==> src/verilog/pat_pkg.sv <==
`default_nettype none

package pat_pkg;

	// ====================
	// widths and sizes
	// ====================
	localparam int I_W = 20; // instruction word
	localparam int I_ADR_W = 10; // 1024 instruction words
	localparam int D_W = 8; // accumulator and field byte
	localparam int DMEM_DEPTH = 16;
	localparam int DMEM_ADR_W = 4; // low bits of imm8
	localparam int FIELDP_W = 5;
	localparam int BUFP_W = 3;
	localparam int FIELD_LATENCY = 4; // field read to field write, in cycles

	// ====================
	// opcodes
	// ====================
	// i8 format
	localparam logic [3:0] OPC_OR = 4'd0;
	localparam logic [3:0] OPC_AND = 4'd1;
	localparam logic [3:0] OPC_ADDM = 4'd2;
	localparam logic [3:0] OPC_SUBM = 4'd3;
	localparam logic [3:0] OPC_ADD = 4'd4;
	localparam logic [3:0] OPC_SUB = 4'd5;
	localparam logic [3:0] OPC_LDI = 4'd6;
	localparam logic [3:0] OPC_LDM = 4'd7;
	localparam logic [3:0] OPC_BF = 4'd8; // signed relative branch
	localparam logic [3:0] OPC_STM = 4'd11;
	localparam logic [3:0] OPC_ORM = 4'd13;
	localparam logic [3:0] OPC_ANDM = 4'd14;
	localparam logic [3:0] OPC_PREFIX = 4'd15; // escapes to the next format
	// i3 format
	localparam logic [3:0] OPC_SHL = 4'd0;
	localparam logic [3:0] OPC_SHLO = 4'd1;
	localparam logic [3:0] OPC_SHR = 4'd2;
	localparam logic [3:0] OPC_ASR = 4'd3;
	localparam logic [3:0] OPC_IN = 4'd5;
	localparam logic [3:0] OPC_OUT = 4'd8;
	localparam logic [3:0] OPC_SETB = 4'd9;
	// i0 format
	localparam logic [3:0] OPC_NOT = 4'd0;
	localparam logic [3:0] OPC_MOV = 4'd1; // direction set by field_op
	localparam logic [3:0] OPC_NOP = 4'd15;

	localparam logic [I_W-1:0] INSTR_NOP = {8'h00, OPC_PREFIX, OPC_PREFIX, OPC_NOP};

	// alu codes, nine ops need a 4 bit code
	localparam int ALU_W = 4;
	localparam logic [ALU_W-1:0] ALU_OR = 4'd0;
	localparam logic [ALU_W-1:0] ALU_AND = 4'd1;
	localparam logic [ALU_W-1:0] ALU_NOT = 4'd2;
	localparam logic [ALU_W-1:0] ALU_ADD = 4'd3;
	localparam logic [ALU_W-1:0] ALU_SUB = 4'd4;
	localparam logic [ALU_W-1:0] ALU_SHL = 4'd5;
	localparam logic [ALU_W-1:0] ALU_SHLO = 4'd6; // shift left, fill with ones
	localparam logic [ALU_W-1:0] ALU_SHR = 4'd7;
	localparam logic [ALU_W-1:0] ALU_ASR = 4'd8;

	// ====================
	// instruction word
	// ====================
	typedef union packed {
		struct packed {
			logic [FIELDP_W-1:0] fieldp_next;
			logic [1:0] cond; // carried, not evaluated
			logic field_op; // 1 selects the field instead of acc
			logic [3:0] opcode_i8;
			logic [7:0] imm8;
		} long_v;
		struct packed {
			logic [FIELDP_W-1:0] fieldp_next;
			logic [1:0] cond;
			logic field_op;
			logic [3:0] prefix; // OPC_PREFIX for i3 and i0
			logic [3:0] opcode_i3;
			logic [3:0] opcode_i0; // low 3 bits double as i3 immediate
		} short_v;
	} instr_u;

	// decode to execute stage register
	typedef struct packed {
		logic [ALU_W-1:0] alu_op;
		logic [D_W-1:0] operand_b; // immediate or memory data
		logic field_op;
		logic dest_acc;
		logic dest_field;
		logic dest_dmem;
		logic src_imm; // result is operand_b itself
		logic src_in; // result is the input port
		logic is_mov;
		logic is_out;
		logic is_setb;
		logic [DMEM_ADR_W-1:0] dmem_adr;
	} exec_ctrl_t;

endpackage

`default_nettype wire

==> src/verilog/pat_data_mem.sv <==
`default_nettype none

module pat_data_mem
	import pat_pkg::*;
(
	input wire clk,
	input wire [DMEM_ADR_W-1:0] i_radr,
	input wire i_wen,
	input wire [DMEM_ADR_W-1:0] i_wadr,
	input wire [D_W-1:0] i_wdata,
	output logic [D_W-1:0] o_rdata
);

	logic [D_W-1:0] mem [DMEM_DEPTH];

	assign o_rdata = mem[i_radr]; // no bypass, a write shows up next cycle

	always_ff @(posedge clk)
	begin
		if (i_wen)
			mem[i_wadr] <= i_wdata;
	end

endmodule

`default_nettype wire

==> config.mk <==
export PLATFORM = sky130hd
export DESIGN_NAME = pat_data_mem
export DESIGN_NICKNAME = d
export VERILOG_FILES = /design/src/verilog/pat_pkg.sv /design/src/verilog/pat_data_mem.sv
export SDC_FILE = /design/constraint.sdc
export NUM_CORES = 1
export LEC_CHECK = 0
export BUFFER_PORTS_ARGS = -buffer_cell sky130_fd_sc_hd__buf_4
export CAP_MARGIN = 20
export CORE_MARGIN = 8
export CORE_UTILIZATION = 45
export DETAILED_ROUTE_END_ITERATION = 10
export PLACE_DENSITY_LB_ADDON = 0.08
export SLEW_MARGIN = 20
export SYNTH_ARGS = -nofsm -noshare
export SYNTH_HDL_FRONTEND = slang
export SYNTH_SLANG_ARGS = --single-unit
==> constraint.sdc <==
create_clock -name clk -period 2.2 [get_ports clk]
set_input_delay 0.44 -clock clk [delete_from_list [all_inputs] [get_ports clk]]
set_output_delay 0.44 -clock clk [all_outputs]
set_load 0.02 [all_outputs]
## Word-level counts from Yosys, hierarchy flattened

Memory sizes are Yosys's and may differ from the RTL's.
Index checks and enable logic that the tools add are counted.

| operators by class | value |
|---|---|
| mux-type cells | 2 |

Operators with widths:

| cell | count |
|---|---|
| $mux 1 | 2 |

| word-level totals | value |
|---|---|
| flip-flop bits (word level) | 0 |
| bits in writable memories | 128 |
| input port bits | 18 |
| memories | 1 |

Memory list:

| name | words | width | read ports | clocked after Yosys merged registers in | write ports | line | RTL |
|---|---|---|---|---|---|---|---|
| mem | 16 | 8 | 1 | 0 | 1 | pat_data_mem.sv:14 | `logic [D_W-1:0] mem [DMEM_DEPTH];` |

## Depth between registers and ports, before layout

| logic depth | value |
|---|---|
| depth after elaboration | 2 |
| mapped depth | 5 |
| mapped depth without buffers | 3 |

## Least setup slack after synthesis

No wires, ideal clock.

| timing path | value |
|---|---|
| path type | input-to-output |
| start | in i_radr[0] |
| end | out o_rdata[4] |
| data arrival time | 1.569 ns |
| required time | 1.760 ns |
| path slack | 0.191 ns |
| stages | 5 |
| path buffers | 2 |
| cell sequence | buf_6 > buf_6 > mux4_1 > a22oi_1 > nand2_1 |

| on the way | value |
|---|---|
| longest elaborated chain between the ends | 1 |

RTL lines:

| what | line | RTL |
|---|---|---|
| start: declaration | pat_data_mem.sv:7 | `input wire [DMEM_ADR_W-1:0] i_radr,` |
| $mem_v2 16x8 | - |  |
| end: declaration | pat_data_mem.sv:11 | `output logic [D_W-1:0] o_rdata` |

No other way between the ends.

## Worst setup path in the final report

| timing path | value |
|---|---|
| start | mem mem[7][3] |
| end | out o_rdata[3] |

| on the way | value |
|---|---|
| longest elaborated chain between the ends | 1 |

RTL lines:

| what | line |
|---|---|
| start: declaration | pat_data_mem.sv:14 |
| $mem_v2 16x8 | - |

No other way between the ends.

==> flow_summary.ini <==
[route]
drt_iter0_markers = 168
drc_errors = 0
vias_per_cell = 5.41
firstDrtPassIters = 4
num_vias = 2400
wl_per_cell_um = 23.2
finalWirelength_mm = 10.3
ant_nets = 0

[timing]
slew_headroom_pct = 37.9
period_share_pct = 104
slew_violations = 0
rsz0062_at_grt = yes
tightestPinTransition_ps = 930
timing.fmax_mhz = 436
tns_ps = -576
whs_ps = 235
finalSetupViolations = 8
period_needed_ps = 2290
final_hold_viol_count = 0
setup_slack_ps = -94.2

[synth]
seq_area_frac_synth_pct = 77.1
synth_top_area_share_pct = 77.1
syn_area_per_cell_um2 = 22.6
synth-seq-cells = 128
synth_nets = 239
synth_area_leader_cell = edfxtp_1
syn_inst = 221
syn_area_um2 = 4990
synth_warnings = 0
netlist-cell-type-count = 18
yosys-top-cells-area = edfxtp_1, mux4_2, mux4_1

[clock_tree]
cts_max_path_buffers = 2
cts_made_buffers = 17
root_buffer = clkbuf_8
ctsHtreeMaxLevel = 4
clkSinkCount = 128
clkTransAtPathRegs_ps = 60
cts_tree = built

[grt]
grt_pass1_vias = 2663
gr-total-overflow = 0
grt.total_usage_pct = 15.5
grt_max_degree = 18
antenna_found_initial = 0
grt_pass1_wl_mm = 16.1

[die]
start_util_pct = 46.0
die_h_um = 121
core_area_um2 = 10800
rows = 38
ioPinCount = 26
fp.dieArea_um2 = 14700
die_w_um = 121

[final_layout]
nets = 311
area_growth_pct = 25.2
num_antenna_cells = 0
drive_gt1_share_pct = 43.1
top_register = mem
largest_reg_flops = 128
mostFrequentLayoutCells = edfxtp_1, buf_4, mux4_2
mostFrequentLayoutCell = edfxtp_1
fin_area_um2 = 6240
top_regs = mem (128)

[power_and_ir_drop]
ir_drop_v = 0.000559
powerDensity_nw_per_um2 = 916
leakagePower_uw = 0.00211
p_int_uw = 4610
p_total_uw = 5720
power_frac_comb_pct = 6.8
p_sw_share_pct = 19.4
clock_power_share_pct = 45.2
switching_power_uw = 1110
pwr-share-seq_pct = 48.0

[worst_setup_path]
endpoint_kind = output pin
worstPathMaxFanout = 1
start_kind = register
worstPathRequired_ps = 1760
slowest_delay_ps = 500
arrival_ps = 1850
path_class = reg -> out
path_cells = mux4_2 -> a22oi_2 -> nand2_2 -> buf_6
cpMaxStageDelayCell = mux4_2

[min_path]
min_path_cells = 1
hold_path_class = in -> reg

[placement]
pre_cts_slack_ps = -105
io_buffers = 25
dp_hpwl_mm = 6.65
gp_congestion = 0.708
dpl-instance-area_um2 = 5550

[outcome]
status = complete, but fails checks
violations = setup timing

[flow_run]
drv_cap = 0
## power by group through the flow
stage	clock network (µW)	registers [µW]	logic, µW
floorplan	0	2790	171
global placement	0	2790	338
detailed placement	0	2790	341
CTS	2620	2750	379
global route	2740	2750	416
finish	2580	2750	388
## critical path: cells and delay by family (launching register included)
family / cells / cell delay [ps]
AOI/OAI and AO/OA: 1 / 220
buffers and inverters: 1 / 140
DFF: 1 / 380
muxes: 1 / 500
and+or+nand+nor: 1 / 90
## stage by stage
| stage | utilization, % | cells |
|---|---|---|
| 3_5_place_dp | 51.2 | 404 |
| 4_1_cts | 56.8 | 435 |
| 6_report | 57.6 | 444 |
| 5_1_grt | 57.6 | 444 |
| 3_3_place_gp | 51.2 | 404 |
| 2_1_floorplan | - | 221 |
## cells in the mapped netlist
library cell / number
and2_1: 1
nand2_1: 9
mux4_1: 14
nor2_1: 13
buf_2: 3
nor3_1: 4
nand3b_1: 2
buf_6: 3
a22oi_1: 16
nand2b_1: 2
nor2b_1: 1
nand3_1: 1
or3b_2: 1
mux4_2: 18
clkdlybuf4s25_2: 3
and2b_1: 1
buf_4: 1
edfxtp_1: 128
## per-layer routing
layer	share of wire, %	wire length (µm)	vias up	GRT usage, %
li1	-	-	1083	-
met5	0	0	-	0
met3	4.5	462	8	4.61
met4	0.99	102	0	5.71
met1	46	4740	1248	20.2
met2	48	4980	61	24.2
## layout make-up
class	instances	area, µm²
Tap cell	140	175
Timing Repair Buffer	63	603
Sequential cell	128	3840
Clock buffer	20	425
Clock inverter	10	120
Fill cell	830	4600
Multi-Input combinational cell	83	1070
## final timing paths
path | start | endpoint | slack [ps]
worst max-delay path | mem[7][3] | o_rdata[3] | -90
worst min-delay path | i_wdata[4] | mem[9][4] | 240
## timing repair
action	4_1_cts	5_1_grt
buffers inserted	2	9
hold buffers	0	0
pin swaps	15	3
endpoints found under the hold margin	0	0
gates resized for setup	32	2
endpoints found under the setup margin	8	8
## cell families (layout without fill, tap and decap cells)
logic type / count (synthesis) / in the layout / share of synthesized area, %
flops: 128 / 128 / 77.1
simple gates: 35 / 35 / 3.29
mux: 32 / 32 / 15.5
compound gates: 16 / 16 / 2.41
buf+inv: 10 / 93 / 1.73
Note: power is estimated with default switching activity, not from simulation.
