[src/verilog/pat_pkg.sv]
`default_nettype none

package pat_pkg;

	// ====================
	// widths and sizes
	// ====================
	localparam int I_W = 20; // instruction word
	localparam int I_ADR_W = 10; // 1024 instruction words
	localparam int D_W = 8; // accumulator and field byte
	localparam int DMEM_DEPTH = 16;
	localparam int DMEM_ADR_W = 4; // low bits of imm8
	localparam int FIELDP_W = 5;
	localparam int BUFP_W = 3;
	localparam int FIELD_LATENCY = 4; // field read to field write, in cycles

	// ====================
	// opcodes
	// ====================
	// i8 format
	localparam logic [3:0] OPC_OR = 4'd0;
	localparam logic [3:0] OPC_AND = 4'd1;
	localparam logic [3:0] OPC_ADDM = 4'd2;
	localparam logic [3:0] OPC_SUBM = 4'd3;
	localparam logic [3:0] OPC_ADD = 4'd4;
	localparam logic [3:0] OPC_SUB = 4'd5;
	localparam logic [3:0] OPC_LDI = 4'd6;
	localparam logic [3:0] OPC_LDM = 4'd7;
	localparam logic [3:0] OPC_BF = 4'd8; // signed relative branch
	localparam logic [3:0] OPC_STM = 4'd11;
	localparam logic [3:0] OPC_ORM = 4'd13;
	localparam logic [3:0] OPC_ANDM = 4'd14;
	localparam logic [3:0] OPC_PREFIX = 4'd15; // escapes to the next format
	// i3 format
	localparam logic [3:0] OPC_SHL = 4'd0;
	localparam logic [3:0] OPC_SHLO = 4'd1;
	localparam logic [3:0] OPC_SHR = 4'd2;
	localparam logic [3:0] OPC_ASR = 4'd3;
	localparam logic [3:0] OPC_IN = 4'd5;
	localparam logic [3:0] OPC_OUT = 4'd8;
	localparam logic [3:0] OPC_SETB = 4'd9;
	// i0 format
	localparam logic [3:0] OPC_NOT = 4'd0;
	localparam logic [3:0] OPC_MOV = 4'd1; // direction set by field_op
	localparam logic [3:0] OPC_NOP = 4'd15;

	localparam logic [I_W-1:0] INSTR_NOP = {8'h00, OPC_PREFIX, OPC_PREFIX, OPC_NOP};

	// alu codes, nine ops need a 4 bit code
	localparam int ALU_W = 4;
	localparam logic [ALU_W-1:0] ALU_OR = 4'd0;
	localparam logic [ALU_W-1:0] ALU_AND = 4'd1;
	localparam logic [ALU_W-1:0] ALU_NOT = 4'd2;
	localparam logic [ALU_W-1:0] ALU_ADD = 4'd3;
	localparam logic [ALU_W-1:0] ALU_SUB = 4'd4;
	localparam logic [ALU_W-1:0] ALU_SHL = 4'd5;
	localparam logic [ALU_W-1:0] ALU_SHLO = 4'd6; // shift left, fill with ones
	localparam logic [ALU_W-1:0] ALU_SHR = 4'd7;
	localparam logic [ALU_W-1:0] ALU_ASR = 4'd8;

	// ====================
	// instruction word
	// ====================
	typedef union packed {
		struct packed {
			logic [FIELDP_W-1:0] fieldp_next;
			logic [1:0] cond; // carried, not evaluated
			logic field_op; // 1 selects the field instead of acc
			logic [3:0] opcode_i8;
			logic [7:0] imm8;
		} long_v;
		struct packed {
			logic [FIELDP_W-1:0] fieldp_next;
			logic [1:0] cond;
			logic field_op;
			logic [3:0] prefix; // OPC_PREFIX for i3 and i0
			logic [3:0] opcode_i3;
			logic [3:0] opcode_i0; // low 3 bits double as i3 immediate
		} short_v;
	} instr_u;

	// decode to execute stage register
	typedef struct packed {
		logic [ALU_W-1:0] alu_op;
		logic [D_W-1:0] operand_b; // immediate or memory data
		logic field_op;
		logic dest_acc;
		logic dest_field;
		logic dest_dmem;
		logic src_imm; // result is operand_b itself
		logic src_in; // result is the input port
		logic is_mov;
		logic is_out;
		logic is_setb;
		logic [DMEM_ADR_W-1:0] dmem_adr;
	} exec_ctrl_t;

endpackage

`default_nettype wire

[src/verilog/pat_program_counter.sv]
`default_nettype none

module pat_program_counter
	import pat_pkg::*;
(
	input wire clk,
	input wire reset,
	input wire i_jump,
	input wire [D_W-1:0] i_offset, // signed
	output logic [I_ADR_W-1:0] o_pc
);

	logic [I_ADR_W-1:0] target;

	// o_pc is already one past the branch when bf sits in decode
	assign target = o_pc + {{(I_ADR_W-D_W){i_offset[D_W-1]}}, i_offset};

	always_ff @(posedge clk)
	begin
		if (reset)
			o_pc <= '0; // held at 0 during program load
		else if (i_jump)
			o_pc <= target;
		else
			o_pc <= o_pc + 1'b1;
	end

endmodule

`default_nettype wire

[config.mk]
export PLATFORM = sky130hd
export DESIGN_NAME = pat_program_counter
export DESIGN_NICKNAME = d
export VERILOG_FILES = /design/src/verilog/pat_pkg.sv /design/src/verilog/pat_program_counter.sv
export SDC_FILE = /design/constraint.sdc
export NUM_CORES = 1
export LEC_CHECK = 0
export BUFFER_PORTS_ARGS = -buffer_cell sky130_fd_sc_hd__buf_4
export CORE_UTILIZATION = 30
export CTS_CLUSTER_SIZE = 25
export DETAILED_ROUTE_END_ITERATION = 12
export PLACE_DENSITY = 0.58
export SETUP_SLACK_MARGIN = 0.02
export SKIP_CTS_REPAIR_TIMING = 1
export SLEW_MARGIN = 15
export SYNTH_ARGS = -nofsm -noshare
export SYNTH_HDL_FRONTEND = slang
export SYNTH_SLANG_ARGS = --single-unit
export TNS_END_PERCENT = 10
[constraint.sdc]
create_clock -name clk -period 2.35 [get_ports clk]
set_input_delay 0.47 -clock clk [delete_from_list [all_inputs] [get_ports clk]]
set_output_delay 0.47 -clock clk [all_outputs]
set_load 0.01 [all_outputs]
### Word level (Yosys, flattened, before mapping)

Cells that the tools add are included.

* bits in registers: 10
* bits of input ports: 11
* output and inout port bits: 10
* word-level logic and storage cells: 4

* add/subtract/negate cells: 2
* multiplexer cells: 1

Operator list (count)
* adder 10 x 1 -> 10 bit, second input constant: 1
* adder 10 bit: 1
* 2-to-1 mux 10 bit: 1

### Logic depth before layout (Yosys ltp)

* word-level depth: 2
* mapped depth: 9

### Worst setup path before layout

Ideal clock, no wire load.

* path kind: input -> register
* from: input port i_offset[0]
* to: register o_pc[8]
* slack: -0.006 ns
* cell stages on the path: 9
* path buffers: 0
* required time: 2.227 ns
* data arrival time: 2.232 ns
* cells stage by stage: nand2b_1 -> ha_1 -> inv_1 -> fa_1 -> nor2b_4 -> o31a_1 -> or4_1 -> a31oi_1 -> mux2_1

* word-level cells in the longest chain between the ends: 2

RTL lines
* start, declared: line pat_program_counter.sv:9 `input wire [D_W-1:0] i_offset,`
* adder 10 bit: line pat_program_counter.sv:16 `assign target = o_pc + {{(I_ADR_W-D_W){i_offset[D_W-1]}}, i_offset};`
* 2-to-1 mux 10 bit: line pat_program_counter.sv:22 `else if (i_jump)`
* end signal, assigned: line pat_program_counter.sv:23 `o_pc <= target;`
* end signal, assigned: line pat_program_counter.sv:25 `o_pc <= o_pc + 1'b1;`
* end, declared: line pat_program_counter.sv:10 `output logic [I_ADR_W-1:0] o_pc`

No other way between the ends.
A chain may end at the register's enable or synchronous reset.

### Worst setup path in the final report

Same ends and word-level chain as after synthesis.

==> impl_metrics.env <==
export IMPL_tightest_slew_ps=263.1
export IMPL_drc=0
export IMPL_numPortBuffers=20
export IMPL_finClkSkew_ps=5.682
export IMPL_clk_pin_slew_worst_paths_ps=80
export IMPL_post_synth_cell_area_avg_um2=8.694
export IMPL_p_leak_nw=0.4799
export IMPL_crit_fanout=2
export IMPL_hold_path_class="in2reg"
export IMPL_min_period_ps=2208
export IMPL_syn_inst=78
export IMPL_grt_usage_pct=14.50
export IMPL_crit_type="in2reg"
export IMPL_period_share_pct=93.96
export IMPL_synth_seq_cells=10
export IMPL_p_switching_w=0.0002048
export IMPL_synth_cell_types=26
export IMPL_pre_cts_slack_ps=-161.9
export IMPL_die_area_um2=2455
export IMPL_critPathLaunchType="input pin"
export IMPL_start_util_pct=33.21
export IMPL_synth_edff_count=0
export IMPL_r2r_cells=8
export IMPL_dr_pass1_iters=4
export IMPL_slew_violations=0
export IMPL_seqPwrFrac_pct=34.0
export IMPL_antenna_found_initial=0
export IMPL_p_comb_share_pct=39.6
export IMPL_num_antenna_cells=0
export IMPL_worst_skew_pair_late_latency_ps=280
export IMPL_p_sw_share_pct=32.21
export IMPL_fmax_mhz=452.9
export IMPL_min_path_cells=2
export IMPL_rsz0062_at_grt="false"
export IMPL_dp_hpwl_mm=1.196
export IMPL_cts_buffer_depth=2
export IMPL_arrival_ps=2370
export IMPL_layout_common_cells="buf_4 (28), dfxtp_1 (10), ha_1 (8), and2_1 (6), a21oi_1 (6)"
export IMPL_worst_slack_ps=142.0
export IMPL_synthFlopType="dfxtp_1"
export IMPL_clkPwrFrac_pct=26.4
export IMPL_tns_ps=0
export IMPL_async_flop_share_pct=0
export IMPL_largestRegisters="o_pc (10)"
export IMPL_grt_pass1_vias=614
export IMPL_hold_viol_final=0
export IMPL_dp_cells=132
export IMPL_regMostFlops="o_pc"
export IMPL_syn_num_nets=99
export IMPL_tritoncts="done"
export IMPL_fin_area_um2=959.7
export IMPL_place_area_um2=923.4
export IMPL_run_status="complete, no violations"
export IMPL_die_w_um=49.55
export IMPL_layout_nets=131
export IMPL_yosysWarnings=0
export IMPL_drv_cap=0
export IMPL_r2r_start="o_pc[0]"
export IMPL_wl_per_cell_um=10.91
export IMPL_pin_count=21
export IMPL_min_from="reset"
export IMPL_end_kind="flop"
export IMPL_required_ps=2510
export IMPL_vias=656
export IMPL_via_per_inst=4.824
export IMPL_regToRegSetupSlack_ps=250
export IMPL_syn_area_um2=678.2
export IMPL_grt_max_degree=12
export IMPL_setup_viol=0
export IMPL_drt_first_iter_violations=6
export IMPL_seq_area_frac_synth_pct=29.52
export IMPL_layout_cells_most_common="buf_4"
export IMPL_maxSlewHeadroom_pct=82.35
export IMPL_max_vdd_ir_drop_v=0.0002658
export IMPL_final_core_util_pct=47.00
export IMPL_syn2layout_area_growth_pct=41.51
export IMPL_r2r_end="o_pc[8]"
export IMPL_htree_num_levels=1
export IMPL_core_area_um2=2042
export IMPL_power_density_nw_per_um2=662.6
export IMPL_grt_pass1_wl_mm=2.697
export IMPL_largest_reg_flops=10
export IMPL_postRouteAntennaNets=0
export IMPL_p_int_w=0.0004311
export IMPL_min_to="o_pc[1]"
export IMPL_layoutNonFillerInstCount=136
export IMPL_numCtsBuffers=3
export IMPL_drive_gt1_share_pct=33.94
export IMPL_wirelength_mm=1.484
export IMPL_die_h_um=49.55
export IMPL_root_buffer="clkbuf_4"
export IMPL_overflow=0
export IMPL_gp_congestion=0.7669
export IMPL_clock_sinks=10
export IMPL_rows=16
==> synth_stat cells (2+ instances only) <==
master    number  share of area [%]
o21a_1         4                4.4
and2_1         6                5.5
nand2b_1       2                1.8
dfxtp_1       10                 30
nor2b_1        2                1.8
o21ai_0        4                3.0
a21o_1         2                2.2
ha_1           9                 17
a21oi_1        6                4.4
nor3_1         5                3.7
inv_1          4                2.2
xnor2_1        2                2.6
nand2_1        4                2.2
a211oi_1       2                2.2
nor2_1         5                2.8
==> worst max-delay path by stage <==
| stage | slack, ps | depth (start not counted) | to | startpoint |
|---|---|---|---|---|
| after floorplan | 8 | 9 | o_pc[8] | i_offset[0] |
| after global placement | -130 | 10 | o_pc[8] | i_offset[0] |
| after detailed placement | -160 | 10 | o_pc[8] | i_offset[0] |
| after CTS | 130 | 10 | o_pc[8] | i_offset[0] |
| after global routing | 60 | 10 | o_pc[8] | i_offset[0] |
| final | 140 | 10 | o_pc[8] | i_offset[0] |
==> final cells by class <==
cell class | instances | area (µm²)
clock buffers | 4 | 36.28
fillers | 216 | 1082
inverters | 4 | 15.01
multi-input cells | 63 | 464.2
flip-flops and latches | 10 | 200.2
well taps | 27 | 33.78
repair buffers | 28 | 210.2
==> power by group through the flow <==
stage	clock network (W)	logic [W]	registers [W]
2_1_floorplan	0	0.000136	0.000232
6_report	0.000168	0.000252	0.000216
3_5_place_dp	0	0.000252	0.000220
5_1_grt	0.000178	0.000284	0.000221
3_3_place_gp	0	0.000252	0.000220
4_1_cts	0.000170	0.000254	0.000216
==> metrics by stage <==
stage | hold WS (ps) | power [W]
4_1_cts | 448.2 | 0.0006410
3_3_place_gp | 577.7 | 0.0004716
2_1_floorplan | 623.9 | 0.0003679
5_1_grt | 455.4 | 0.0006823
3_5_place_dp | 601.8 | 0.0004722
6_report | 440.7 | 0.0006359
==> kinds of logic after synthesis <==
family	after synthesis	synth area share, %
mux	1	1.660
simple gates	29	24.17
compound gates	20	18.45
fa+ha+maj	10	19.56
buf+inv	5	2.766
flops	10	29.52
xor+xnor	3	3.875
==> per-layer routing <==
| metal | vias up | GRT usage [%] | wire [µm] |
|---|---|---|---|
| met5 | - | 0 | 0 |
| met4 | 0 | 8.571 | 39 |
| met3 | 5 | 3.086 | 72 |
| met2 | 16 | 20.50 | 612 |
| met1 | 292 | 19.92 | 760 |
| li1 | 343 | - | - |
==> critical path: stages <==
cell and delay (ps):
buf_4 110, nand2b_1 130, ha_2 180, inv_2 60, fa_2 220, nor2b_4 40, o31a_1 240, or4_1 400
a31oi_1 190, mux2_1 330
No activity file was read; power rests on OpenSTA's default activity.
