### config.mk
export PLATFORM = sky130hd
export DESIGN_NAME = pat_execute
export DESIGN_NICKNAME = d
export VERILOG_FILES = /design/src/verilog/pat_pkg.sv /design/src/verilog/pat_alu.sv /design/src/verilog/pat_execute.sv
export SDC_FILE = /design/constraint.sdc
export NUM_CORES = 1
export LEC_CHECK = 0
export ABC_AREA = 1
export BUFFER_PORTS_ARGS = -buffer_cell sky130_fd_sc_hd__buf_2
export CORE_MARGIN = 8
export CORE_UTILIZATION = 50
export DETAILED_ROUTE_END_ITERATION = 16
export PLACE_DENSITY = 0.81
export SYNTH_ARGS = -nofsm -noshare
export SYNTH_HDL_FRONTEND = slang
export SYNTH_HIERARCHICAL = 1
export SYNTH_SLANG_ARGS = --single-unit
### constraint.sdc
create_clock -name clk -period 3.75 [get_ports clk]
set_clock_uncertainty 0.05 [all_clocks]
set_input_delay 0.375 -clock clk [delete_from_list [all_inputs] [get_ports clk]]
set_output_delay 0.375 -clock clk [all_outputs]
set_load 0.01 [all_outputs]
### src/verilog/pat_pkg.sv
`default_nettype none

package pat_pkg;

	// ====================
	// widths and sizes
	// ====================
	localparam int I_W = 20; // instruction word
	localparam int I_ADR_W = 10; // 1024 instruction words
	localparam int D_W = 8; // accumulator and field byte
	localparam int DMEM_DEPTH = 16;
	localparam int DMEM_ADR_W = 4; // low bits of imm8
	localparam int FIELDP_W = 5;
	localparam int BUFP_W = 3;
	localparam int FIELD_LATENCY = 4; // field read to field write, in cycles

	// ====================
	// opcodes
	// ====================
	// i8 format
	localparam logic [3:0] OPC_OR = 4'd0;
	localparam logic [3:0] OPC_AND = 4'd1;
	localparam logic [3:0] OPC_ADDM = 4'd2;
	localparam logic [3:0] OPC_SUBM = 4'd3;
	localparam logic [3:0] OPC_ADD = 4'd4;
	localparam logic [3:0] OPC_SUB = 4'd5;
	localparam logic [3:0] OPC_LDI = 4'd6;
	localparam logic [3:0] OPC_LDM = 4'd7;
	localparam logic [3:0] OPC_BF = 4'd8; // signed relative branch
	localparam logic [3:0] OPC_STM = 4'd11;
	localparam logic [3:0] OPC_ORM = 4'd13;
	localparam logic [3:0] OPC_ANDM = 4'd14;
	localparam logic [3:0] OPC_PREFIX = 4'd15; // escapes to the next format
	// i3 format
	localparam logic [3:0] OPC_SHL = 4'd0;
	localparam logic [3:0] OPC_SHLO = 4'd1;
	localparam logic [3:0] OPC_SHR = 4'd2;
	localparam logic [3:0] OPC_ASR = 4'd3;
	localparam logic [3:0] OPC_IN = 4'd5;
	localparam logic [3:0] OPC_OUT = 4'd8;
	localparam logic [3:0] OPC_SETB = 4'd9;
	// i0 format
	localparam logic [3:0] OPC_NOT = 4'd0;
	localparam logic [3:0] OPC_MOV = 4'd1; // direction set by field_op
	localparam logic [3:0] OPC_NOP = 4'd15;

	localparam logic [I_W-1:0] INSTR_NOP = {8'h00, OPC_PREFIX, OPC_PREFIX, OPC_NOP};

	// alu codes, nine ops need a 4 bit code
	localparam int ALU_W = 4;
	localparam logic [ALU_W-1:0] ALU_OR = 4'd0;
	localparam logic [ALU_W-1:0] ALU_AND = 4'd1;
	localparam logic [ALU_W-1:0] ALU_NOT = 4'd2;
	localparam logic [ALU_W-1:0] ALU_ADD = 4'd3;
	localparam logic [ALU_W-1:0] ALU_SUB = 4'd4;
	localparam logic [ALU_W-1:0] ALU_SHL = 4'd5;
	localparam logic [ALU_W-1:0] ALU_SHLO = 4'd6; // shift left, fill with ones
	localparam logic [ALU_W-1:0] ALU_SHR = 4'd7;
	localparam logic [ALU_W-1:0] ALU_ASR = 4'd8;

	// ====================
	// instruction word
	// ====================
	typedef union packed {
		struct packed {
			logic [FIELDP_W-1:0] fieldp_next;
			logic [1:0] cond; // carried, not evaluated
			logic field_op; // 1 selects the field instead of acc
			logic [3:0] opcode_i8;
			logic [7:0] imm8;
		} long_v;
		struct packed {
			logic [FIELDP_W-1:0] fieldp_next;
			logic [1:0] cond;
			logic field_op;
			logic [3:0] prefix; // OPC_PREFIX for i3 and i0
			logic [3:0] opcode_i3;
			logic [3:0] opcode_i0; // low 3 bits double as i3 immediate
		} short_v;
	} instr_u;

	// decode to execute stage register
	typedef struct packed {
		logic [ALU_W-1:0] alu_op;
		logic [D_W-1:0] operand_b; // immediate or memory data
		logic field_op;
		logic dest_acc;
		logic dest_field;
		logic dest_dmem;
		logic src_imm; // result is operand_b itself
		logic src_in; // result is the input port
		logic is_mov;
		logic is_out;
		logic is_setb;
		logic [DMEM_ADR_W-1:0] dmem_adr;
	} exec_ctrl_t;

endpackage

`default_nettype wire

### src/verilog/pat_alu.sv
`default_nettype none

module pat_alu
	import pat_pkg::*;
(
	input wire [D_W-1:0] i_a,
	input wire [D_W-1:0] i_b,
	input wire [ALU_W-1:0] i_op,
	output logic [D_W-1:0] o_y
);

	logic [2:0] sh; // shift count
	logic [D_W-1:0] fill; // low sh bits set, for shlo

	assign sh = i_b[2:0];
	assign fill = ~({D_W{1'b1}} << sh);

	always_comb
	begin
		case (i_op)
			ALU_OR: o_y = i_a | i_b;
			ALU_AND: o_y = i_a & i_b;
			ALU_NOT: o_y = ~i_a; // i_b unused
			ALU_ADD: o_y = i_a + i_b; // carry dropped
			ALU_SUB: o_y = i_a - i_b;
			ALU_SHL: o_y = i_a << sh;
			ALU_SHLO: o_y = (i_a << sh) | fill;
			ALU_SHR: o_y = i_a >> sh;
			ALU_ASR: o_y = $signed(i_a) >>> sh; // sign bit copied in
			default: o_y = i_a;
		endcase
	end

endmodule

`default_nettype wire

### src/verilog/pat_execute.sv
`default_nettype none

module pat_execute
	import pat_pkg::*;
(
	input wire clk,
	input wire reset,
	input wire exec_ctrl_t i_ctrl,
	input wire [D_W-1:0] i_field_in,
	input wire [D_W-1:0] i_inputs,
	output logic o_dmem_wen,
	output logic [DMEM_ADR_W-1:0] o_dmem_wadr,
	output logic [D_W-1:0] o_dmem_wdata,
	output logic [D_W-1:0] o_field_out,
	output logic o_field_write_en,
	output logic [D_W-1:0] o_outputs,
	output logic [BUFP_W-1:0] o_bufp
);

	logic [D_W-1:0] acc; // the accumulator
	logic [D_W-1:0] acc_alu_y;
	logic [D_W-1:0] field_alu_y;
	logic [D_W-1:0] acc_result;
	logic [D_W-1:0] field_result;

	// one alu per destination keeps the operand mux off the alu input
	pat_alu acc_alu_i (.i_a(acc), .i_b(i_ctrl.operand_b), .i_op(i_ctrl.alu_op), .o_y(acc_alu_y));
	pat_alu field_alu_i (
		.i_a(i_field_in),
		.i_b(i_ctrl.operand_b),
		.i_op(i_ctrl.alu_op),
		.o_y(field_alu_y)
	);

	assign acc_result = i_ctrl.is_mov ? i_field_in : // field to acc
		i_ctrl.src_imm ? i_ctrl.operand_b :
		i_ctrl.src_in ? i_inputs : acc_alu_y;
	assign field_result = i_ctrl.is_mov ? acc : // acc to field
		i_ctrl.src_imm ? i_ctrl.operand_b :
		i_ctrl.src_in ? i_inputs : field_alu_y;

	// store goes straight to the memory, written at the commit edge
	assign o_dmem_wen = i_ctrl.dest_dmem;
	assign o_dmem_wadr = i_ctrl.dmem_adr;
	assign o_dmem_wdata = i_ctrl.field_op ? i_field_in : acc;

	// ====================
	// commit
	// ====================
	always_ff @(posedge clk)
	begin
		if (reset)
		begin
			acc <= '0;
			o_field_write_en <= 1'b0;
			o_outputs <= '0;
			o_bufp <= '0;
		end
		else
		begin
			if (i_ctrl.dest_acc)
				acc <= acc_result;
			o_field_write_en <= i_ctrl.dest_field; // one pulse per field result
			if (i_ctrl.is_out)
				o_outputs <= acc;
			if (i_ctrl.is_setb)
				o_bufp <= i_ctrl.operand_b[BUFP_W-1:0];
		end
	end

	always_ff @(posedge clk)
	begin
		if (i_ctrl.dest_field)
			o_field_out <= field_result; // valid with o_field_write_en
	end

endmodule

`default_nettype wire

* Yosys cells after proc, flatten, opt, wreduce, memory -nomap -nowiden
Cells that the tools add are included.
Storage, ports and cells: bits in registers 28, input bits 43, output and inout port bits 33, logic and storage cells 45
Cells by class: add/subtract/negate cells 4, eq/ne operators 8, shifts and indexed selects 7, muxes and demuxes 9, bitwise gates (word level) 9, reduce and logical (&&, ||, !) cells 3
Operator list (number):
- one-hot mux 8 bit (9 select lines) | 2
- two-way mux 8 bit | 7
- OR 8 bit | 4
- NOT 8 bit | 3
- adder 8 bit | 2
- bitwise AND 8 bit | 2
- equality test 4 x 3 -> 1 bit, second input constant | 4
- << shifter 8 x 3 -> 8 bit | 2
- >> shifter 8 x 3 -> 8 bit | 2
- >>> shifter 8 x 3 -> 8 bit | 2
- subtractor 8 bit | 2
- nonzero test 12 bit | 1
- equality test 4 x 2 -> 1 bit, second input constant | 2
- << shifter 8 x 3 -> 8 bit, first input constant | 1
- equality test 4 x 1 -> 1 bit, second input constant | 1
- equality test 4 bit, second input constant | 1
- zero test 4 bit | 1
- AND reduction 2 bit | 1

* Depth between registers and ports, before layout
word-level depth 7, gate-level depth with buffers 23

* Modules after synthesis
Netlist, hierarchy kept.
By module, submodules not included:
- pat_alu at acc_alu_i | instances 1, cells an instance 336, area each 1649.1 um2, sequential area each 0.0 um2
- pat_alu at field_alu_i | instances 1, cells an instance 344, area each 1635.3 um2, sequential area each 0.0 um2
- pat_execute | instances 1, cells an instance 218, area each 1536.5 um2, sequential area each 640.6 um2

* Worst setup path before layout
No wires, ideal clock.
path type input to register, start in i_ctrl[14] (netlist bit), end reg o_field_out[7] (data pin), library setup time 272 ps, arrival time 2552 ps, slack 876 ps, stages 21, path buffers 2, path through buf_6 > clkinv_1 > buf_2 > ha_1 > nand3_1 > o31ai_1 > xor2_1 > inv_1 > ha_1 > nand2_1 > inv_1 > nand2_1 > nand2_1 > a21oi_1 > nand3_1 > nand3_1 > nand3_1 > nand2_1 > nand2_1 > nand2_1 > a22oi_1
On the way: longest elaborated chain between the ends 7, elaborated cells between the ends (all ways) 12, classes of those cells add/sub: 2; shift: 4; mux: 4; bitwise: 2
RTL lines:
- start: declaration | RTL line pat_execute.sv:8 | input wire exec_ctrl_t i_ctrl,
- parallel branches: the longest is 3 deep, another holds subtractor 8 bit
- one-hot mux 8 bit (9 select lines) * | RTL line pat_alu.sv:20 | case (i_op)
- via field_alu_y[7] | RTL line pat_execute.sv:22 | logic [D_W-1:0] field_alu_y;
- two-way mux 8 bit * | RTL line pat_execute.sv:40 | i_ctrl.src_in ? i_inputs : field_alu_y;
- two-way mux 8 bit * | RTL line pat_execute.sv:39 | i_ctrl.src_imm ? i_ctrl.operand_b :
- two-way mux 8 bit * | RTL line pat_execute.sv:38 | assign field_result = i_ctrl.is_mov ? acc :
- via field_result[7] | RTL line pat_execute.sv:24 | logic [D_W-1:0] field_result;
- end signal: assignment | RTL line pat_execute.sv:74 | o_field_out <= field_result;
- end: declaration | RTL line pat_execute.sv:14 | output logic [D_W-1:0] o_field_out,
Mark *: on every way through the listed nets, which the timed path passes. A chain may end at the register's enable or synchronous reset.

* Final worst setup path
start in i_ctrl[14] (netlist bit), end reg acc[7]
On the way: longest elaborated chain between the ends 7, elaborated cells between the ends (all ways) 12, classes of those cells add/sub: 2; shift: 4; mux: 4; bitwise: 2
RTL lines:
- parallel branches: the longest is 3 deep, another holds subtractor 8 bit
- one-hot mux 8 bit (9 select lines) * | RTL line pat_alu.sv:20
- via acc_alu_y[7] | RTL line pat_execute.sv:21 | logic [D_W-1:0] acc_alu_y;
- two-way mux 8 bit * | RTL line pat_execute.sv:37 | i_ctrl.src_in ? i_inputs : acc_alu_y;
- two-way mux 8 bit * | RTL line pat_execute.sv:36 | i_ctrl.src_imm ? i_ctrl.operand_b :
- two-way mux 8 bit * | RTL line pat_execute.sv:35 | assign acc_result = i_ctrl.is_mov ? i_field_in :
- end signal: assignment | RTL line pat_execute.sv:62 | acc <= acc_result;
- end: declaration | RTL line pat_execute.sv:20 | logic [D_W-1:0] acc;
Marks and branches as above.

==> impl_metrics.py <==
metrics = {
    "sta": {
        "drv_slew": 0,
        "hold_violations": 0,
        "rsz0062_at_grt": "false",
        "finalCriticalPeriod_ns": 2.92,
        "worstMarginPinSlew_ns": 0.531,
        "tns_ns": 0,
        "fin_crit_sh_pct": 77.8,
        "fmax_mhz": 343,
        "slew_headroom_pct": 64.6,
        "finalSetupViolations": 0,
        "worst_slack_ns": 0.834,
    },
    "global_route": {
        "grt_first_pass_wirelength_um": 27100,
        "antenna_found_initial": 0,
        "grt_remaining_overflow": 0,
        "grt_max_degree": 31,
        "track_usage_pct": 25.5,
        "grt_pass1_vias": 5484,
    },
    "synthesis": {
        "synth_edf_count": 8,
        "synthTopCellsByCount": "354 x nand2_1, 96 x inv_1, 88 x nand3_1",
        "synth_top_area_share_pct": 27.6,
        "synth_cells": 898,
        "ys_warn_count": 6,
        "synth_area_per_cell_um2": 5.37,
        "synthArstFlopShare_pct": 0,
        "synth_top_area_cell": "nand2_1",
        "ys_types": 41,
        "synth-main-ff-cell": "dfxtp_1",
        "netlist_area_mm2": 0.00482,
        "syn_nets": 971,
        "synth_seq_cells": 28,
        "ys_seq_area_share_pct": 13.3,
        "synthTopCellsByArea": "nand2_1 28%, nand3_1 9.1%, dfxtp_1 8.3%",
        "synthMostInstantiatedCell": "nand2_1",
    },
    "clock_network": {
        "post_cts_buffers": 0,
        "insertion_delay_ns": 0.28,
        "cts.sinks": 28,
        "clk_pin_slew_ns": 0.10,
        "ctsHoldBuffers": 0,
        "cts_made_buffers": 3,
        "cts_resized": 0,
        "cts_tree": "yes",
        "clock_path_buffers": 2,
        "cts_root_buf": "clkbuf_8",
        "cts-htree-levels": 1,
    },
    "route": {
        "ant_nets": 0,
        "firstDrtPassIters": 6,
        "num_vias": 6068,
        "remaining_drc_errors": 0,
        "routed_wl_um": 16600,
        "wire_per_inst_um": 15.4,
        "dr.first_iter.drc_count": 618,
        "via_per_inst": 5.60,
    },
    "placement": {
        "pre_cts_ws_ns": 0.588,
        "gp_congestion": 1.03,
        "dpl.hpwl_um": 12900,
        "portBuffers": 65,
    },
    "die": {
        "die-area_mm2": 0.0130,
        "rows": 36,
        "die_h_um": 114,
        "core_mm2": 0.00955,
        "initial_core_util_pct": 50.5,
        "die_x_um": 114,
        "ioPinCount": 76,
    },
    "worst_setup_path": {
        "crit_buf_inv": 5,
        "path_class": "in -> reg",
        "path_max_fanout": 10,
        "endpoint_kind": "flip-flop",
        "cpMaxStageDelayCell": "o31ai_1",
        "cp.required_ns": 3.92,
        "path_common_cell": "nand2_1",
        "start_kind": "primary input",
        "arrival_ns": 3.08,
        "r2r_slack_ns": 1.25,
        "cp_slowest_stage_delay_ns": 0.32,
        "cp_top_family": "simple AND/OR/NAND/NOR gates",
        "cp_cell_sequence": "buf_2 > inv_2 > ha_1 > nand3_1 > o31ai_1 > xnor2_1 > inv_1 > ha_1 > nand2_1 > inv_1 > nand2_1 > nand2_1 > a21oi_1 > inv_1 > nand2_1 > nand3_1 > nand3_1 > nand2_1 > nand2_1 > nand2_1 > nand2_1 > nand2_1 > a21oi_1",
    },
    "cells_and_area": {
        "nets": 1025,
        "n_antenna_cell": 0,
        "areaGrowthSynthToFinish_pct": 9.52,
        "drive_gt1_share_pct": 12.5,
        "fillCellCount": 1043,
    },
    "power": {
        "p_leak_nw": 2.97,
        "power.density_mw_per_mm2": 229,
        "ir_drop_v": 0.000244,
    },
    "status": {
        "status": "complete, no violations",
    },
    "min_path": {
        "hold_class": "in -> reg",
    },
    "job": {
        "cap_violations": 0,
    },
}
## registers in the layout, summed over array words and instances, names as in the netlist
register,count
o_field_write_en,1
acc,8
o_bufp,3
o_outputs,8
o_field_out,8
## final timing paths
check,start,endpoint,depth (start not counted)
setup reg to reg,acc[0],acc[4],17
hold reg to reg,o_bufp[0],o_bufp[0],2
hold / removal,reset,o_field_write_en,2
setup / recovery,i_ctrl[14],acc[7],23
## cells in the final DEF, fill, tap and decap left out, types with 15 or more instances in the layout
cell     count
a21oi_1     42
buf_2       65
dfxtp_1     20
ha_1        28
inv_1       96
nand2_1    354
nand3_1     88
nand4_1     15
nor2_1      71
o21ai_0     54
## layout make-up
| cell class | instances | area (um2) | area share [%] |
|---|---|---|---|
| flip-flops and latches | 28 | 641 | 12.1 |
| clock inverters | 1 | 30.0 | 0.569 |
| repair buffers | 77 | 415 | 7.87 |
| inverters | 108 | 413 | 7.82 |
| clock buffers | 3 | 41.3 | 0.782 |
| well taps | 133 | 166 | 3.15 |
| multi-input cells | 734 | 3570 | 67.7 |
## logic make-up (layout without fill, tap and decap cells)
logic type,Yosys count,in the layout,synth area share (%)
and+or+nand+nor,566,566,49.4
AOI/OAI and AO/OA,130,130,15.2
buffers and inverters,136,189,12.6
xor gates and xnor gates,8,8,1.45
DFF,28,28,13.3
adders and majority gates,30,30,8.10
## stage by stage
stage	hold WS [ns]	cell area, um2	utilization [%]	power, W	instances
finish	0.209	5280	55.3	0.00121	1084
global route	0.211	5280	55.3	0.00130	1084
CTS	0.209	5280	55.3	0.00120	1084
detailed placement	0.445	5210	54.5	0.000958	1080
global placement	0.430	5210	54.5	0.000954	1080
floorplan	0.396	4820	-	0.000780	898
## metal layers
layer	routed length [um]	up-vias	GRT usage [%]
met4	775	0	12.0
li1	-	3005	-
met2	7070	341	39.7
met5	0	-	0
met1	7150	2660	34.1
met3	1660	62	3.01
## report_power, final
group	internal (W)	switching (W)	total (W)
logic	0.000204	0.000400	0.000604
clock network	0.000143	0.000101	0.000244
registers	0.000336	0.0000280	0.000364
No activity file was read; power rests on OpenSTA's default activity.
