**src/verilog/pat_pkg.sv**
```systemverilog
`default_nettype none

package pat_pkg;

	// ====================
	// widths and sizes
	// ====================
	localparam int I_W = 20; // instruction word
	localparam int I_ADR_W = 10; // 1024 instruction words
	localparam int D_W = 8; // accumulator and field byte
	localparam int DMEM_DEPTH = 16;
	localparam int DMEM_ADR_W = 4; // low bits of imm8
	localparam int FIELDP_W = 5;
	localparam int BUFP_W = 3;
	localparam int FIELD_LATENCY = 4; // field read to field write, in cycles

	// ====================
	// opcodes
	// ====================
	// i8 format
	localparam logic [3:0] OPC_OR = 4'd0;
	localparam logic [3:0] OPC_AND = 4'd1;
	localparam logic [3:0] OPC_ADDM = 4'd2;
	localparam logic [3:0] OPC_SUBM = 4'd3;
	localparam logic [3:0] OPC_ADD = 4'd4;
	localparam logic [3:0] OPC_SUB = 4'd5;
	localparam logic [3:0] OPC_LDI = 4'd6;
	localparam logic [3:0] OPC_LDM = 4'd7;
	localparam logic [3:0] OPC_BF = 4'd8; // signed relative branch
	localparam logic [3:0] OPC_STM = 4'd11;
	localparam logic [3:0] OPC_ORM = 4'd13;
	localparam logic [3:0] OPC_ANDM = 4'd14;
	localparam logic [3:0] OPC_PREFIX = 4'd15; // escapes to the next format
	// i3 format
	localparam logic [3:0] OPC_SHL = 4'd0;
	localparam logic [3:0] OPC_SHLO = 4'd1;
	localparam logic [3:0] OPC_SHR = 4'd2;
	localparam logic [3:0] OPC_ASR = 4'd3;
	localparam logic [3:0] OPC_IN = 4'd5;
	localparam logic [3:0] OPC_OUT = 4'd8;
	localparam logic [3:0] OPC_SETB = 4'd9;
	// i0 format
	localparam logic [3:0] OPC_NOT = 4'd0;
	localparam logic [3:0] OPC_MOV = 4'd1; // direction set by field_op
	localparam logic [3:0] OPC_NOP = 4'd15;

	localparam logic [I_W-1:0] INSTR_NOP = {8'h00, OPC_PREFIX, OPC_PREFIX, OPC_NOP};

	// alu codes, nine ops need a 4 bit code
	localparam int ALU_W = 4;
	localparam logic [ALU_W-1:0] ALU_OR = 4'd0;
	localparam logic [ALU_W-1:0] ALU_AND = 4'd1;
	localparam logic [ALU_W-1:0] ALU_NOT = 4'd2;
	localparam logic [ALU_W-1:0] ALU_ADD = 4'd3;
	localparam logic [ALU_W-1:0] ALU_SUB = 4'd4;
	localparam logic [ALU_W-1:0] ALU_SHL = 4'd5;
	localparam logic [ALU_W-1:0] ALU_SHLO = 4'd6; // shift left, fill with ones
	localparam logic [ALU_W-1:0] ALU_SHR = 4'd7;
	localparam logic [ALU_W-1:0] ALU_ASR = 4'd8;

	// ====================
	// instruction word
	// ====================
	typedef union packed {
		struct packed {
			logic [FIELDP_W-1:0] fieldp_next;
			logic [1:0] cond; // carried, not evaluated
			logic field_op; // 1 selects the field instead of acc
			logic [3:0] opcode_i8;
			logic [7:0] imm8;
		} long_v;
		struct packed {
			logic [FIELDP_W-1:0] fieldp_next;
			logic [1:0] cond;
			logic field_op;
			logic [3:0] prefix; // OPC_PREFIX for i3 and i0
			logic [3:0] opcode_i3;
			logic [3:0] opcode_i0; // low 3 bits double as i3 immediate
		} short_v;
	} instr_u;

	// decode to execute stage register
	typedef struct packed {
		logic [ALU_W-1:0] alu_op;
		logic [D_W-1:0] operand_b; // immediate or memory data
		logic field_op;
		logic dest_acc;
		logic dest_field;
		logic dest_dmem;
		logic src_imm; // result is operand_b itself
		logic src_in; // result is the input port
		logic is_mov;
		logic is_out;
		logic is_setb;
		logic [DMEM_ADR_W-1:0] dmem_adr;
	} exec_ctrl_t;

endpackage

`default_nettype wire

```
**src/verilog/pat_decoder.sv**
```systemverilog
`default_nettype none

module pat_decoder
	import pat_pkg::*;
(
	input wire clk,
	input wire reset,
	input wire instr_u i_instr,
	input wire [D_W-1:0] i_dmem_rdata,
	output logic [DMEM_ADR_W-1:0] o_dmem_radr,
	output logic o_jump,
	output logic [D_W-1:0] o_offset,
	output exec_ctrl_t o_ctrl,
	output logic [FIELDP_W-1:0] o_fieldp,
	output logic [FIELDP_W-1:0] o_fieldwp
);

	logic [3:0] opc8;
	logic [3:0] opc3;
	logic [3:0] opc0;
	logic is_i8;
	logic is_i3;
	logic is_i0;
	logic mem_src; // operand_b comes from data memory
	logic dest_reg; // result goes to acc or field
	logic [D_W-1:0] imm;
	exec_ctrl_t ctrl_d;
	logic [FIELD_LATENCY-1:0][FIELDP_W-1:0] fieldp_hist; // [0] is the newest

	assign opc8 = i_instr.long_v.opcode_i8;
	assign opc3 = i_instr.short_v.opcode_i3;
	assign opc0 = i_instr.short_v.opcode_i0;

	// format from the prefix chain
	assign is_i8 = (opc8 != OPC_PREFIX);
	assign is_i3 = !is_i8 && (opc3 != OPC_PREFIX);
	assign is_i0 = !is_i8 && !is_i3;

	assign imm = is_i8 ? i_instr.long_v.imm8 : {{(D_W-3){1'b0}}, opc0[2:0]};
	assign mem_src = is_i8 && (opc8 inside {OPC_ADDM, OPC_SUBM, OPC_LDM, OPC_ORM, OPC_ANDM});
	assign o_dmem_radr = i_instr.long_v.imm8[DMEM_ADR_W-1:0]; // read in this stage
	assign o_jump = is_i8 && (opc8 == OPC_BF);
	assign o_offset = i_instr.long_v.imm8;
	assign o_fieldwp = fieldp_hist[FIELD_LATENCY-1];

	// ====================
	// decode
	// ====================
	always_comb
	begin
		ctrl_d = '0;
		ctrl_d.alu_op = ALU_OR;
		if (is_i8)
		begin
			case (opc8)
				OPC_AND, OPC_ANDM: ctrl_d.alu_op = ALU_AND;
				OPC_ADD, OPC_ADDM: ctrl_d.alu_op = ALU_ADD;
				OPC_SUB, OPC_SUBM: ctrl_d.alu_op = ALU_SUB;
				default: ctrl_d.alu_op = ALU_OR;
			endcase
		end
		else if (is_i3)
		begin
			case (opc3)
				OPC_SHL: ctrl_d.alu_op = ALU_SHL;
				OPC_SHLO: ctrl_d.alu_op = ALU_SHLO;
				OPC_SHR: ctrl_d.alu_op = ALU_SHR;
				OPC_ASR: ctrl_d.alu_op = ALU_ASR;
				default: ctrl_d.alu_op = ALU_OR;
			endcase
		end
		else
			ctrl_d.alu_op = ALU_NOT; // only i0 alu op
		ctrl_d.operand_b = mem_src ? i_dmem_rdata : imm;
		ctrl_d.field_op = i_instr.long_v.field_op;
		ctrl_d.src_imm = is_i8 && (opc8 inside {OPC_LDI, OPC_LDM});
		ctrl_d.src_in = is_i3 && (opc3 == OPC_IN);
		ctrl_d.is_mov = is_i0 && (opc0 == OPC_MOV);
		ctrl_d.is_out = is_i3 && (opc3 == OPC_OUT);
		ctrl_d.is_setb = is_i3 && (opc3 == OPC_SETB);
		ctrl_d.dest_dmem = is_i8 && (opc8 == OPC_STM);
		ctrl_d.dmem_adr = i_instr.long_v.imm8[DMEM_ADR_W-1:0];
		dest_reg = (is_i8 && (opc8 inside {OPC_OR, OPC_AND, OPC_ADD, OPC_SUB}))
			|| mem_src || ctrl_d.src_imm || ctrl_d.src_in || ctrl_d.is_mov
			|| (is_i3 && (opc3 inside {OPC_SHL, OPC_SHLO, OPC_SHR, OPC_ASR}))
			|| (is_i0 && (opc0 == OPC_NOT));
		ctrl_d.dest_acc = dest_reg && !ctrl_d.field_op;
		ctrl_d.dest_field = dest_reg && ctrl_d.field_op;
	end

	// ====================
	// stage register
	// ====================
	always_ff @(posedge clk)
	begin
		if (reset)
		begin
			o_ctrl <= '0;
			o_fieldp <= '0;
			fieldp_hist <= '0;
		end
		else
		begin
			o_ctrl <= ctrl_d;
			o_fieldp <= i_instr.long_v.fieldp_next; // every word, nop included
			fieldp_hist <= {fieldp_hist[FIELD_LATENCY-2:0], o_fieldp};
		end
	end

endmodule

`default_nettype wire

```
**config.mk**
```make
export PLATFORM = sky130hd
export DESIGN_NAME = pat_decoder
export DESIGN_NICKNAME = d
export VERILOG_FILES = /design/src/verilog/pat_pkg.sv /design/src/verilog/pat_decoder.sv
export SDC_FILE = /design/constraint.sdc
export NUM_CORES = 1
export LEC_CHECK = 0
export BUFFER_PORTS_ARGS = -buffer_cell sky130_fd_sc_hd__buf_2
export CAP_MARGIN = 15
export CORE_ASPECT_RATIO = 0.8
export CORE_MARGIN = 2
export CORE_UTILIZATION = 42
export DETAILED_ROUTE_END_ITERATION = 6
export PLACE_DENSITY_LB_ADDON = 0.15
export RECOVER_POWER = 100
export SLEW_MARGIN = 40
export SYNTH_ARGS = -nofsm -noshare
export SYNTH_HDL_FRONTEND = slang
export SYNTH_SLANG_ARGS = --single-unit
```
**constraint.sdc**
```tcl
create_clock -name clk -period 1.1 [get_ports clk]
set_input_delay 0.22 -clock clk [delete_from_list [all_inputs] [get_ports clk]]
set_output_delay 0.22 -clock clk [all_outputs]
set_load 0.03 [all_outputs]
```
# Word-level counts from Yosys, hierarchy flattened
# Cells that the tools add are included.
# word_totals
ff_bits,50
elab_cells,77
# op_classes
mux,6
n_eq_ne,20
n_reduce_logical,34
# ops
op,count
4-bit == test (second input constant),6
4-bit by 3-bit == test with 1-bit output (second input constant),5
4-bit by 2-bit == test with 1-bit output (second input constant),4
8-bit two-way mux,2
4-bit case mux with 4 select lines,1
1-bit logical AND,15
4-bit by 1-bit == test with 1-bit output (second input constant),3
4-bit zero test,3
3-bit case mux with 3 select lines,1
4-bit two-way mux,2
4-bit != test (second input constant),2
4-bit nonzero test,2
1-bit logical OR,6
2-bit OR reduction,3
5-bit nonzero test,1
1-bit zero test,3
2-bit nonzero test,1

# Longest topological paths before layout
# logic_depth
ltp_word,10
mapped_depth,5

# Least setup slack after synthesis
# No wires, ideal clock.
# synth_timing
kind,input -> output
from,input port i_instr[10] (netlist bit)
to,output port o_jump
path_buffers,1
stages,3
t_arrival_ps,1182
slack_ps,-302
path_cell_list,buf_2 nand2b_1 nor3_1
# synth_via
elab_chain_cells,2
elab_cells_between_ends,3
# synth_lines
item,line_no,rtl
start: declaration,pat_decoder.sv:8,"input wire instr_u i_instr,"
4-bit != test / 4-bit == test (equally long branches),"pat_decoder.sv:35, pat_decoder.sv:42",
1-bit logical AND *,pat_decoder.sv:42,assign o_jump = is_i8 && (opc8 == OPC_BF);
end: declaration,pat_decoder.sv:11,"output logic o_jump,"
# Mark *: on every way between the ends. The rest lies on a longest branch, timed or not.

# Worst setup path in the final report
# layout_timing
from,register o_fieldp[4]
to,output port o_fieldp[4]
# layout_lines
item,line_no,rtl
start: declaration,pat_decoder.sv:14,"output logic [FIELDP_W-1:0] o_fieldp,"
start signal: assignment,pat_decoder.sv:105,o_fieldp <= i_instr.long_v.fieldp_next;
# No word-level cell between the ends.

==> flow_results.org <==
** Routing
- Starting DRT DRC Count :: 46
- Average via count per standard cell :: 4.56
- Wires add up to 3660 um.
- Average wire per cell in the routed design :: 11.5 um
- Post-route DRC violation count :: 0
- The first detailed-routing pass ran for 4 iterations.
- Once detail routing completed, the nets flagged for antenna violations numbered 0.
- The detailed router placed 1449 vias in this run.

** Critical path
- Series of cell instances along the critical path :: clkbuf_2
- CP delay by family, top :: flip-flops
- In this run the worst path has a maximum fanout of 2.
- In this design, the stage delay of the slowest critical-path cell is 0.34 ns.
- The worst setup path is launched from a register.
- Startpoint-to-endpoint class of the critical path :: reg -> out
- Kind of end point of the critical path :: output pin
- Slowest library cell on the worst path :: sky130_fd_sc_hd__dfxtp_1
- The number of buffers and inverters on the critical path is 1.
- Critical path required time :: 0.88 ns
- Signal arrival time at the worst endpoint :: 0.84 ns

** Synth
- Of the total synthesized cell area, the portion taken by full adders, half adders and majority gates is 0.
- Avg Inst Size Synth :: 10.4 um^2
- After technology mapping, the gate count stands at 183.
- Mux cell area share after synthesis :: 0.0440
- The mapped netlist covers 1900 um^2.
- The Yosys step of the flow raised 0 warnings.
- Largest family of logic cells by synthesized area :: simple AND/OR/NAND/NOR gates
- After synthesis, the netlist uses 39 different library cells.
- Xor/xnor share of the synthesized area :: 0.00920
- Of the total synthesized cell area, the portion taken by AND, OR, NAND and NOR gates is 0.250.
- In this run, synthesis produced a sequential element count of 50.
- The share of the Yosys chip area taken by registers is 0.526.
- Synthesized Nets :: 213
- The complex-gate fraction of the synthesized area came to 0.0625.

** Global route
- For this run, the total global-route usage over all layers was measured as 0.145.
- Global-route wire length before repair :: 5690 um
- Gr busiest metal :: met2
- For met3 alone, demand over resource in global routing was 0.0367.
- After global routing the overflow that remains totals 0.
- M2 GR Usage :: 0.212
- Via count of the first global-routing pass :: 1259
- Met1 Track Usage GR :: 0.203
- Maximum number of pins on one net before global-route repair :: 18
- Initial antenna violation count :: 0

** Power and ir drop
- Worst-case vdd ir drop :: 0.864 mV
- Power density cells :: 1460 nW/um^2
- For this design the static power due to leakage is 1.11 nW.

** STA
- RSZ-0062 raised after global routing :: false
- Min cycle time layout :: 1.06 ns
- Setup violations remaining at the end of the flow were counted as 0.
- In the finished design, the share of the clock period the worst path needs comes to 0.967.
- Setup total negative slack on the finished layout was measured at 0 ns.
- Top achievable clock speed :: 0.941 GHz
- Max transition margin :: 0.532
- On the final layout, the worst hold slack is 0.123 ns.
- Clock skew on the completed layout was measured at 0.00336 ns.
- The final number of max-transition violations is 0.
- Worst-Margin Slew :: 0.701 ns
- The final number of hold-violating endpoints is 0.

** Worst hold path
- Path type of the worst min-delay path :: in -> reg

** Status
- Outcome :: completed

** Floorplan
- Height of the die :: 64.2 um
- Starting density of the core :: 0.447
- # rows :: 21
- Die Span X :: 79.3 um
- Core outline area :: 4260 um^2
- 78 I/O pins were placed.
- The die covers 5090 um^2.

** Placement
- Port Buffers :: 75
- Routability-driven placement finished with a final weighted congestion of 0.795.
- Detailed Place HPWL :: 2750 um

** Finish
- Layout-stage area growth over the synthesis result :: 28.3%
- Number of antenna diodes :: 0
- The top cell types in the final layout, fill and taps aside, are sky130_fd_sc_hd__dfxtp_1 (50), sky130_fd_sc_hd__clkbuf_2 (35), sky130_fd_sc_hd__nor2b_1 (34).
- At the end of the flow, the number of nets in the layout was 290.
- Most common library cell in the layout ignoring fill and taps :: sky130_fd_sc_hd__dfxtp_1
- Share of final-layout standard cells stronger than drive strength 1 :: 0.391

** CTS
- TritonCTS built the clock tree.
- Clock insertion delay at the later pin of the skew report :: 0.30 ns
- The H-tree was split into 2 levels.
- After clock tree synthesis, the clock-pin slew on the worst setup and hold paths is 0.09 ns.
- CTS buffer count :: 5
- CTS placed an instance of sky130_fd_sc_hd__clkbuf_8 at the clock tree root.
- Number of clock sinks seen by CTS :: 50
- The clock passes through at most 2 buffers.

** Job
- Maximum capacitance violations :: 0
[state kept, by name, indices dropped and copies added, names as in the netlist]
register / count
fieldp_hist: 15
o_ctrl: 25
o_fieldp: 5
o_fieldwp: 5
[synthesized netlist by cell type (all sizes together)]
cell / n / share of area
dfxtp: 50 / 0.53
nor2b: 34 / 0.11
buf: 26 / 0.099
nand2: 14 / 0.028
mux2i: 5 / 0.026
nor2: 5 / 0.0099
nand2b: 4 / 0.013
o32ai: 4 / 0.022
and4: 3 / 0.014
clkbuf: 3 / 0.0059
mux2: 3 / 0.018
nand3: 3 / 0.0079
nor3: 3 / 0.0079
nor4b: 3 / 0.014
inv: 2 / 0.0039
nor4: 2 / 0.0099
or3: 2 / 0.0066
a21oi: 1 / 0.0026
a31oi: 1 / 0.0033
a41oi: 1 / 0.0085
and3: 1 / 0.0039
and4b: 1 / 0.0053
nand4: 1 / 0.0033
nand4bb: 1 / 0.0059
o211a: 1 / 0.0053
o21a: 1 / 0.0039
o21ai: 1 / 0.0026
o31a: 1 / 0.0046
o31ai: 1 / 0.0039
o32a: 1 / 0.0053
or2: 1 / 0.0033
or4bb: 1 / 0.0059
xnor2: 1 / 0.0046
xor2: 1 / 0.0046
[layer usage]
metal  up-vias  wire, um
li1        749         -
met1       647      1900
met2        45      1480
met3         8       228
met4         0        55
met5         -         0
[metrics by stage]
| step | power [mW] | setup WS, ns | cell area, um^2 | std cells | utilization |
|---|---|---|---|---|---|
| 2_1_floorplan | 2.36 | -0.0502 | 1940 | 183 | - |
| 3_3_place_gp | 2.55 | -0.225 | 2370 | 311 | 0.557 |
| 3_5_place_dp | 2.56 | -0.244 | 2370 | 311 | 0.557 |
| 4_1_cts | 3.64 | 0.0325 | 2470 | 318 | 0.581 |
| 5_1_grt | 3.74 | 0.00446 | 2440 | 318 | 0.574 |
| 6_report | 3.57 | 0.0368 | 2440 | 318 | 0.574 |
[final timing paths]
path / startpoint / end / depth (start not counted) / slack (ns)
worst max register to register: o_fieldp[1] / fieldp_hist[1] / 1 / 0.56
worst min register to register: fieldp_hist[10] / o_fieldwp[0] / 1 / 0.44
worst min-delay path: i_instr[15] / o_fieldp[0] / 2 / 0.12
worst max-delay path: o_fieldp[4] / o_fieldp[4] / 1 / 0.04
[final cells by class]
class / count / area (um^2)
fillers: 413 / 1810
flip-flops and latches: 50 / 1000
multi-input cells: 102 / 727
repair buffers: 99 / 538
well taps: 57 / 71.3
clock buffers: 5 / 68.8
clock inverters: 3 / 23.8
inverters: 2 / 12.5
[power breakdown]
group | switching [mW] | internal (mW) | leakage [nW] | total, mW
combinational | 0.370 | 0.228 | 0.659 | 0.598
sequential | 0.0188 | 1.88 | 0.410 | 1.90
clock | 0.615 | 0.455 | 0.0408 | 1.07
[cell families after synthesis]
family | after synthesis
flip-flops | 50
buffers and inverters | 31
multiplexers | 8
AO/OA/AOI/OAI | 13
AND/OR/NAND/NOR | 79
XOR/XNOR | 2
[repair_timing]
action / CTS / global route
endpoints found under the setup margin: 1 / 0
hold endpoints to repair: 0 / 0
gates resized for setup: 4 / 0
hold buffers: 0 / 0
setup buffers: 0 / 0
(Power assumes the default switching activity.)
